<file path="config.mk">
export PLATFORM = sky130hd
export DESIGN_NAME = framing_encoder
export DESIGN_NICKNAME = d
export VERILOG_FILES = /design/src/line_code_pkg.sv /design/src/frame_pkg.sv /design/src/frame_ctrl.sv /design/src/enc_5b6b.sv /design/src/enc_3b4b.sv /design/src/code_encoder.sv /design/src/framing_encoder.sv
export SDC_FILE = /design/constraint.sdc
export NUM_CORES = 1
export LEC_CHECK = 0
export ABC_AREA = 1
export BUFFER_PORTS_ARGS = -buffer_cell sky130_fd_sc_hd__buf_2
export CORE_ASPECT_RATIO = 0.75
export CORE_MARGIN = 3
export CORE_UTILIZATION = 40
export DETAILED_ROUTE_END_ITERATION = 10
export PLACE_DENSITY_LB_ADDON = 0.2
export REMOVE_ABC_BUFFERS = 1
export SYNTH_ARGS = -nofsm -noshare
export SYNTH_HDL_FRONTEND = slang
export SYNTH_HIERARCHICAL = 1
export SYNTH_SLANG_ARGS = --single-unit
</file>
<file path="constraint.sdc">
create_clock -name clk -period 16.9 [get_ports clk]
set_input_delay 0.845 -clock clk [delete_from_list [all_inputs] [get_ports clk]]
set_output_delay 0.845 -clock clk [all_outputs]
set_load 0.05 [all_outputs]
</file>
<file path="src/line_code_pkg.sv">
package line_code_pkg;

	typedef logic [8:0] symbol_t; // K flag on top, byte HGFEDCBA below
	typedef logic [9:0] code10_t; // abcdei then fghj
	typedef logic [5:0] code6_t; // abcdei sub-block
	typedef logic [3:0] code4_t; // fghj sub-block
	typedef logic rd_t; // Running disparity, 0 is negative

	localparam rd_t RD_NEG = 1'b0; // Disparity after reset

	localparam logic [4:0] X_K28 = 5'd28; // 5b value shared by all K28.y

	localparam symbol_t K28_1 = 9'h13c; // Preamble comma
	localparam symbol_t K28_5 = 9'h1bc; // Trailer comma
	localparam symbol_t K23_7 = 9'h1f7; // End of frame

	// K28.0 to K28.7 plus K23.7, K27.7, K29.7 and K30.7
	function automatic logic is_ctrl_code(symbol_t s);
		logic [4:0] x;
		logic [2:0] y;
		logic x_7;
		x = s[4:0];
		y = s[7:5];
		x_7 = (x == 5'd23) || (x == 5'd27) || (x == 5'd29) || (x == 5'd30); // Kx.7 family
		return s[8] && ((x == X_K28) || ((y == 3'd7) && x_7));
	endfunction

endpackage

</file>
<file path="src/frame_pkg.sv">
package frame_pkg;

	// Framing FSM states
	typedef enum logic [1:0] {
		IDLE, // Waiting for start with K28.1
		PREAMBLE, // Counting K28.1 symbols
		PAYLOAD, // Data and control codes
		TRAILER // K28.5 injected here
	} frame_state_t;

	// K28.1 symbols per preamble, start symbol included
	localparam int PREAMBLE_LEN_DEFAULT = 4;

endpackage

</file>
<file path="src/frame_ctrl.sv">
`timescale 1ns/1ps

module frame_ctrl #(
	parameter int preamble_len = 4 // Needs to be 2 or more
) (
	input logic clk,
	input logic reset,
	input logic pushin,
	input logic startin,
	input line_code_pkg::symbol_t datain,
	output logic sym_valid,
	output logic sym_start,
	output line_code_pkg::symbol_t sym
);

	localparam int cnt_w = $clog2(preamble_len + 1); // Fits preamble_len

	frame_pkg::frame_state_t state; // Current frame state
	frame_pkg::frame_state_t next_state;
	logic [cnt_w-1:0] k_count; // K28.1 symbols seen so far
	logic [cnt_w-1:0] next_count;
	logic is_k28_1; // Preamble symbol on input
	logic is_ctrl; // Allowed control code on input

	assign is_k28_1 = (datain == line_code_pkg::K28_1);
	assign is_ctrl = line_code_pkg::is_ctrl_code(datain);

	always_comb begin
		next_state = state;
		next_count = k_count;
		sym_valid = 1'b0;
		sym_start = 1'b0;
		sym = datain; // Pass-through unless injected
		case (state)
			frame_pkg::IDLE: begin
				if (pushin && startin && is_k28_1) begin
					sym_valid = 1'b1;
					sym_start = 1'b1; // First group of frame
					next_count = cnt_w'(1);
					next_state = frame_pkg::PREAMBLE;
				end
			end
			frame_pkg::PREAMBLE: begin
				if (pushin) begin
					if (is_k28_1) begin
						sym_valid = 1'b1;
						if (k_count == cnt_w'(preamble_len - 1)) begin
							next_state = frame_pkg::PAYLOAD; // Preamble complete
						end else begin
							next_count = k_count + 1'b1;
						end
					end else begin
						next_state = frame_pkg::IDLE; // Broken preamble, drop
					end
				end
			end
			frame_pkg::PAYLOAD: begin
				if (pushin) begin
					sym_valid = !datain[8] || is_ctrl; // Unknown K codes dropped
					if (datain == line_code_pkg::K23_7) begin
						next_state = frame_pkg::TRAILER;
					end
				end
			end
			frame_pkg::TRAILER: begin
				sym_valid = 1'b1; // Input ignored here
				sym = line_code_pkg::K28_5;
				next_state = frame_pkg::IDLE;
			end
			default: next_state = frame_pkg::IDLE;
		endcase
	end

	always_ff @(posedge clk) begin
		if (reset) begin
			state <= frame_pkg::IDLE;
			k_count <= '0;
		end else begin
			state <= next_state;
			k_count <= next_count;
		end
	end

	// Preamble count stays within one frame's K28.1 run
	preamble_count_range: assert property (@(posedge clk) disable iff (reset)
		(state == frame_pkg::PREAMBLE)
			|-> (k_count != '0) && (k_count < cnt_w'(preamble_len)));

endmodule

</file>
<file path="src/enc_5b6b.sv">
`timescale 1ns/1ps

module enc_5b6b (
	input logic [4:0] in5,
	input logic k28,
	input line_code_pkg::rd_t rd,
	output line_code_pkg::code6_t out6
);

	line_code_pkg::code6_t neg6; // Entry for negative disparity
	logic flip; // Use complemented form

	always_comb begin
		case (in5)
			5'd0: neg6 = 6'b100111;
			5'd1: neg6 = 6'b011101;
			5'd2: neg6 = 6'b101101;
			5'd3: neg6 = 6'b110001;
			5'd4: neg6 = 6'b110101;
			5'd5: neg6 = 6'b101001;
			5'd6: neg6 = 6'b011001;
			5'd7: neg6 = 6'b111000; // Balanced but disparity dependent
			5'd8: neg6 = 6'b111001;
			5'd9: neg6 = 6'b100101;
			5'd10: neg6 = 6'b010101;
			5'd11: neg6 = 6'b110100;
			5'd12: neg6 = 6'b001101;
			5'd13: neg6 = 6'b101100;
			5'd14: neg6 = 6'b011100;
			5'd15: neg6 = 6'b010111;
			5'd16: neg6 = 6'b011011;
			5'd17: neg6 = 6'b100011;
			5'd18: neg6 = 6'b010011;
			5'd19: neg6 = 6'b110010;
			5'd20: neg6 = 6'b001011;
			5'd21: neg6 = 6'b101010;
			5'd22: neg6 = 6'b011010;
			5'd23: neg6 = 6'b111010;
			5'd24: neg6 = 6'b110011;
			5'd25: neg6 = 6'b100110;
			5'd26: neg6 = 6'b010110;
			5'd27: neg6 = 6'b110110;
			5'd28: neg6 = 6'b001110;
			5'd29: neg6 = 6'b101110;
			5'd30: neg6 = 6'b011110;
			default: neg6 = 6'b101011; // D.31
		endcase
		if (k28) begin
			neg6 = 6'b001111; // Comma sub-block
		end
	end

	// Unbalanced entries and D.07 swap at positive disparity
	assign flip = rd && (($countones(neg6) != 3) || (in5 == 5'd7));
	assign out6 = flip ? ~neg6 : neg6;

endmodule

</file>
<file path="src/enc_3b4b.sv">
`timescale 1ns/1ps

module enc_3b4b (
	input logic [2:0] in3,
	input logic alt,
	input line_code_pkg::rd_t rd,
	output line_code_pkg::code4_t out4
);

	line_code_pkg::code4_t neg4; // Entry for negative disparity
	logic flip; // Use complemented form

	always_comb begin
		case (in3)
			3'd0: neg4 = 4'b1011;
			3'd1: neg4 = 4'b1001;
			3'd2: neg4 = 4'b0101;
			3'd3: neg4 = 4'b1100; // Balanced but disparity dependent
			3'd4: neg4 = 4'b1101;
			3'd5: neg4 = 4'b1010;
			3'd6: neg4 = 4'b0110;
			default: neg4 = alt ? 4'b0111 : 4'b1110; // A7 avoids run of five
		endcase
	end

	assign flip = rd && (($countones(neg4) != 2) || (in3 == 3'd3));
	assign out4 = flip ? ~neg4 : neg4;

endmodule

</file>
<file path="src/code_encoder.sv">
`timescale 1ns/1ps

module code_encoder (
	input logic clk,
	input logic reset,
	input logic sym_valid,
	input logic sym_start,
	input line_code_pkg::symbol_t sym,
	output logic pushout,
	output logic startout,
	output line_code_pkg::code10_t dataout
);

	line_code_pkg::rd_t rd; // Running disparity, kept across frames
	line_code_pkg::rd_t mid_rd; // Disparity after 6b sub-block
	line_code_pkg::rd_t rd_4b; // Disparity seen by 3b/4b table
	line_code_pkg::rd_t next_rd;
	logic [4:0] x_val; // EDCBA
	logic k28; // Any K28.y
	logic alt; // Alternate x.7 select
	line_code_pkg::code6_t out6;
	line_code_pkg::code4_t raw4; // Table output before K28 fix
	line_code_pkg::code4_t out4;
	line_code_pkg::code10_t code;

	assign x_val = sym[4:0];
	assign k28 = sym[8] && (x_val == line_code_pkg::X_K28);

	enc_5b6b u_5b6b (
		.in5(x_val),
		.k28(k28),
		.rd(rd),
		.out6(out6)
	);

	always_comb begin
		if ($countones(out6) > 3) begin
			mid_rd = 1'b1;
		end else if ($countones(out6) < 3) begin
			mid_rd = 1'b0;
		end else begin
			mid_rd = rd; // Balanced block keeps disparity
		end
	end

	// K codes always take A7, data only where P7 would make a run of five
	assign alt = sym[8]
		|| (!mid_rd && ((x_val == 5'd17) || (x_val == 5'd18) || (x_val == 5'd20)))
		|| (mid_rd && ((x_val == 5'd11) || (x_val == 5'd13) || (x_val == 5'd14)));

	// K28 group at positive RD is the complement of the negative one
	assign rd_4b = k28 ? 1'b1 : mid_rd;

	enc_3b4b u_3b4b (
		.in3(sym[7:5]),
		.alt(alt),
		.rd(rd_4b),
		.out4(raw4)
	);

	assign out4 = (k28 && !mid_rd) ? ~raw4 : raw4;
	assign code = {out6, out4};

	always_comb begin
		if ($countones(code) > 5) begin
			next_rd = 1'b1;
		end else if ($countones(code) < 5) begin
			next_rd = 1'b0;
		end else begin
			next_rd = rd;
		end
	end

	always_ff @(posedge clk) begin
		if (reset) begin
			pushout <= 1'b0;
			startout <= 1'b0;
			dataout <= '0;
			rd <= line_code_pkg::RD_NEG;
		end else begin
			pushout <= sym_valid;
			startout <= sym_valid && sym_start;
			if (sym_valid) begin
				dataout <= code;
				rd <= next_rd; // Only emitted groups move disparity
			end
		end
	end

	// Emitted groups never exceed one unit of disparity
	group_weight: assert property (@(posedge clk) disable iff (reset)
		pushout |-> ($countones(dataout) inside {4, 5, 6}));

endmodule

</file>
<file path="src/framing_encoder.sv">
`timescale 1ns/1ps

module framing_encoder #(
	parameter int preamble_len = frame_pkg::PREAMBLE_LEN_DEFAULT
) (
	input logic clk,
	input logic reset,
	input logic pushin,
	input logic startin,
	input line_code_pkg::symbol_t datain,
	output logic pushout,
	output line_code_pkg::code10_t dataout,
	output logic startout
);

	logic sym_valid; // Symbol passed to encoder
	logic sym_start; // First symbol of frame
	line_code_pkg::symbol_t sym;

	frame_ctrl #(
		.preamble_len(preamble_len)
	) u_frame_ctrl (
		.clk(clk),
		.reset(reset),
		.pushin(pushin),
		.startin(startin),
		.datain(datain),
		.sym_valid(sym_valid),
		.sym_start(sym_start),
		.sym(sym)
	);

	code_encoder u_code_encoder (
		.clk(clk),
		.reset(reset),
		.sym_valid(sym_valid),
		.sym_start(sym_start),
		.sym(sym),
		.pushout(pushout),
		.startout(startout),
		.dataout(dataout)
	);

endmodule

</file>
==> results_tabular.tex <==
\begin{tabular}{lr}
\hline
Metric & Value \\
\hline
\multicolumn{2}{l}{\textbf{Timing}} \\
Slew at the pin with the worst max-slew slack & 702 ps \\
Final Hold Vio Count & 0 \\
Min cycle time layout & 10870 ps \\
Setup TNS Final & 0 ps \\
Pins Over Slew Limit & 0 \\
Upper clock frequency limit & 92.0 MHz \\
Worst slew margin & 0.531 \\
Endpoints failing setup & 0 \\
Setup repair after global routing missed its margin & false \\
Final period utilization & 0.643 \\
Clock skew after layout & 6.77 ps \\
\multicolumn{2}{l}{\textbf{Layout}} \\
Layout cells sized above 1 & 0.162 \\
Area added between synthesis and finish & 9.27\% \\
Antenna diode count & 0 \\
Nets@finish & 478 \\
\multicolumn{2}{l}{\textbf{Setup path}} \\
Data required time at the worst endpoint & 17100 ps \\
Most frequent cell on the critical path & sky130\_fd\_sc\_hd\_\_nand2\_1 \\
Slowest cell delay on critical path & 550 ps \\
Arrival @ worst endpoint & 11070 ps \\
Startpoint kind of the worst setup timing path & flop \\
Cell family with most CP delay & adder cells \\
Library cell contributing the largest single delay on the critical path & sky130\_fd\_sc\_hd\_\_nor2\_1 \\
Critical Path Fanout Max & 10 \\
WP buf/inv & 11 \\
Kind of capture point of the worst setup path & flop \\
Worst Setup Path Type & reg -> reg \\
\multicolumn{2}{l}{\textbf{Floorplanning}} \\
Height of the chip & 75.0 um \\
Die ar. & 7350 um\^{}2 \\
Number of core rows & 24 \\
Core area & 5980 um\^{}2 \\
Boundary Pins & 25 \\
Starting Density & 0.425 \\
Die span in x & 98.0 um \\
\multicolumn{2}{l}{\textbf{Routing}} \\
Initial drt markers & 80 \\
1st-pass router iterations & 4 \\
DR vias & 2382 \\
Residual antenna-violating net count after detailed routing & 0 \\
Post-route DRC & 0 \\
Total Wirelength & 5.65 mm \\
Number of vias per cell after detailed routing & 4.73 \\
Wire length per cell after detailed routing & 11.2 um \\
\multicolumn{2}{l}{\textbf{Synth}} \\
Yosys Warn Count & 6 \\
Number of synthesized flops with an enable pin & 0 \\
Number of synthesized register bits & 18 \\
Average size of a mapped cell & 6.30 um\^{}2 \\
Share of the yosys chip area belonging to registers & 0.142 \\
Most common flop cell mapped by yosys & sky130\_fd\_sc\_hd\_\_dfxtp\_1 \\
Number of distinct library cells after synthesis & 33 \\
Syn Inst Count & 403 \\
Async S/R FF share, synth & 0 \\
Cell Area, Synth & 2540 um\^{}2 \\
\multicolumn{2}{l}{\textbf{Clock tree}} \\
Worst-skew pair later-pin latency & 250 ps \\
CTS root buffer & sky130\_fd\_sc\_hd\_\_clkbuf\_8 \\
Setup repair bufs after CTS & 0 \\
Clock slew seen by the registers of the worst setup and hold paths & 70 ps \\
TritonCTS clock tree & built \\
Clock H-tree levels & 1 \\
Number of buffers inserted by hold repair at cts & 0 \\
Number of clock sinks seen by CTS & 18 \\
Clock tree buffer depth & 2 \\
\# resized after CTS & 0 \\
Number of clock buffers inserted by TritonCTS & 3 \\
\multicolumn{2}{l}{\textbf{Place}} \\
Sum of net half-perimeters after detailed placement & 4.71 mm \\
Count of buffers from port buffering & 24 \\
Weighted congestion at the end of routability-driven global placement & 0.846 \\
\multicolumn{2}{l}{\textbf{Run}} \\
Max\_cap viols & 0 \\
\multicolumn{2}{l}{\textbf{Power}} \\
Total Power Consumption & 0.391 mW \\
Pwr Density & 141 nW/um\^{}2 \\
Maximum ir drop on the vdd rail & 0.0750 mV \\
Leakage power total & 1.52 nW \\
\multicolumn{2}{l}{\textbf{Global routing}} \\
Via count of the first global-routing pass & 2227 \\
First-pass GRT wire length & 10.0 mm \\
Total global-route track usage & 0.162 \\
Total grt overflow & 0 \\
Initial antenna violation count & 0 \\
Pin count of the biggest net entering global routing & 20 \\
\multicolumn{2}{l}{\textbf{Run status}} \\
Run status & finished, final reports clean \\
\multicolumn{2}{l}{\textbf{Min path}} \\
Worst hold path class & reg -> reg \\
\hline
\end{tabular}
## sequential cells by signal, indices dropped and copies added, names as in the netlist, named ones only
signal	count
u_code_encoder/rd	1
u_code_encoder/pushout	1
u_frame_ctrl/k_count	3
u_code_encoder/dataout	10
u_code_encoder/startout	1
u_frame_ctrl/state	1
## report_power, final
group | switching, mW | internal [mW]
sequential | 0.00531 | 0.0512
clock | 0.0139 | 0.0207
combinational | 0.187 | 0.113
total | 0.206 | 0.185
## path summary, 6_finish.rpt
path | startpoint | to | slack, ps | cells after the start
setup / recovery | u_frame_ctrl/state[0]$_SDFFE_PP0P_ | u_code_encoder/rd$_SDFFE_PP0P_ | 6030 | 57
hold / removal | u_code_encoder/dataout[8]$_SDFFE_PP0P_ | u_code_encoder/dataout[8]$_SDFFE_PP0P_ | 470 | 2
setup reg to reg | u_frame_ctrl/state[0]$_SDFFE_PP0P_ | u_code_encoder/rd$_SDFFE_PP0P_ | 6030 | 57
hold reg to reg | u_code_encoder/dataout[8]$_SDFFE_PP0P_ | u_code_encoder/dataout[8]$_SDFFE_PP0P_ | 470 | 2
## stage by stage
| step | utilization | instance area (um^2) | hold slack (ps) | setup WS (ps) | std cells |
|---|---|---|---|---|---|
| after CTS | 0.464 | 2770 | 471 | 5950 | 504 |
| after floorplan | - | 2490 | 442 | 6720 | 397 |
| final | 0.464 | 2770 | 470 | 6030 | 504 |
| after detailed placement | 0.455 | 2720 | 454 | 5760 | 500 |
| after global placement | 0.455 | 2720 | 453 | 5890 | 500 |
| after global routing | 0.464 | 2770 | 490 | 5140 | 504 |
## cell usage after synthesis, types with 2 or more instances
| cell type | count | area, um^2 |
|---|---|---|
| sky130_fd_sc_hd__a21oi_1 | 14 | 70.1 |
| sky130_fd_sc_hd__buf_4 | 2 | 15.0 |
| sky130_fd_sc_hd__buf_6 | 2 | 22.5 |
| sky130_fd_sc_hd__dfxtp_1 | 18 | 360 |
| sky130_fd_sc_hd__fa_1 | 10 | 200 |
| sky130_fd_sc_hd__ha_1 | 28 | 350 |
| sky130_fd_sc_hd__inv_1 | 60 | 225 |
| sky130_fd_sc_hd__inv_2 | 5 | 18.8 |
| sky130_fd_sc_hd__nand2_1 | 130 | 488 |
| sky130_fd_sc_hd__nand2_2 | 10 | 62.6 |
| sky130_fd_sc_hd__nand3_1 | 28 | 140 |
| sky130_fd_sc_hd__nand3_2 | 3 | 30.0 |
| sky130_fd_sc_hd__nand3_4 | 3 | 52.6 |
| sky130_fd_sc_hd__nand3b_1 | 2 | 15.0 |
| sky130_fd_sc_hd__nand4_1 | 8 | 50.1 |
| sky130_fd_sc_hd__nor2_1 | 44 | 165 |
| sky130_fd_sc_hd__nor2_2 | 4 | 25.0 |
| sky130_fd_sc_hd__nor2_4 | 4 | 45.0 |
| sky130_fd_sc_hd__nor2_8 | 2 | 40.0 |
| sky130_fd_sc_hd__o21ai_0 | 6 | 30.0 |
| sky130_fd_sc_hd__o21ai_1 | 4 | 20.0 |
| sky130_fd_sc_hd__o21ai_2 | 2 | 17.5 |
| sky130_fd_sc_hd__or2_2 | 4 | 25.0 |
## layer usage
layer	vias up	routed length, um	global-route usage
met3	2	194	0.0130
li1	1291	-	-
met2	38	2310	0.258
met1	1051	3130	0.246
met5	-	0	0
met4	0	20	0.0230
## cell families after synthesis
| kind of cell | synth area share |
|---|---|
| AND/OR/NAND/NOR | 0.456 |
| XOR/XNOR | 0.00345 |
| AO/OA/AOI/OAI | 0.0660 |
| flip-flops | 0.142 |
| adder cells (fa/ha/maj) | 0.217 |
| buffers and inverters | 0.116 |
## tightest hold or removal path: cells and delay by family, from the launching register on
family             cells  cell delay, ps
AOI/OAI and AO/OA      1              50
DFF                    1             320
and+or+nand+nor        1              60
## area by class of cell
| cell class | instances | area [um^2] |
|---|---|---|
| Clock buffer | 4 | 55.1 |
| Fill cell | 634 | 3200 |
| Multi-Input combinational cell | 313 | 1880 |
| Sequential cell | 18 | 360 |
| Timing Repair Buffer | 25 | 128 |
| Tap cell | 78 | 97.6 |
| Inverter | 66 | 249 |
## cells in the final DEF (no fill, tap or decap), types with 2 or more instances in the layout
cell / instances
sky130_fd_sc_hd__nand2_1: 130
sky130_fd_sc_hd__inv_1: 60
sky130_fd_sc_hd__nor2_1: 44
sky130_fd_sc_hd__nand3_1: 28
sky130_fd_sc_hd__ha_1: 28
sky130_fd_sc_hd__buf_2: 24
sky130_fd_sc_hd__dfxtp_1: 18
sky130_fd_sc_hd__a21oi_1: 14
sky130_fd_sc_hd__nand2_2: 10
sky130_fd_sc_hd__fa_1: 10
sky130_fd_sc_hd__nand4_1: 8
sky130_fd_sc_hd__o21ai_0: 6
sky130_fd_sc_hd__inv_2: 5
sky130_fd_sc_hd__clkbuf_8: 4
sky130_fd_sc_hd__nor2_2: 4
sky130_fd_sc_hd__o21ai_1: 4
sky130_fd_sc_hd__nor2_4: 4
sky130_fd_sc_hd__or2_2: 4
sky130_fd_sc_hd__nand3_4: 3
sky130_fd_sc_hd__nand3_2: 3
sky130_fd_sc_hd__nor2_8: 2
sky130_fd_sc_hd__nand3b_1: 2
sky130_fd_sc_hd__o21ai_2: 2
Power figures use the tool's default switching activity.
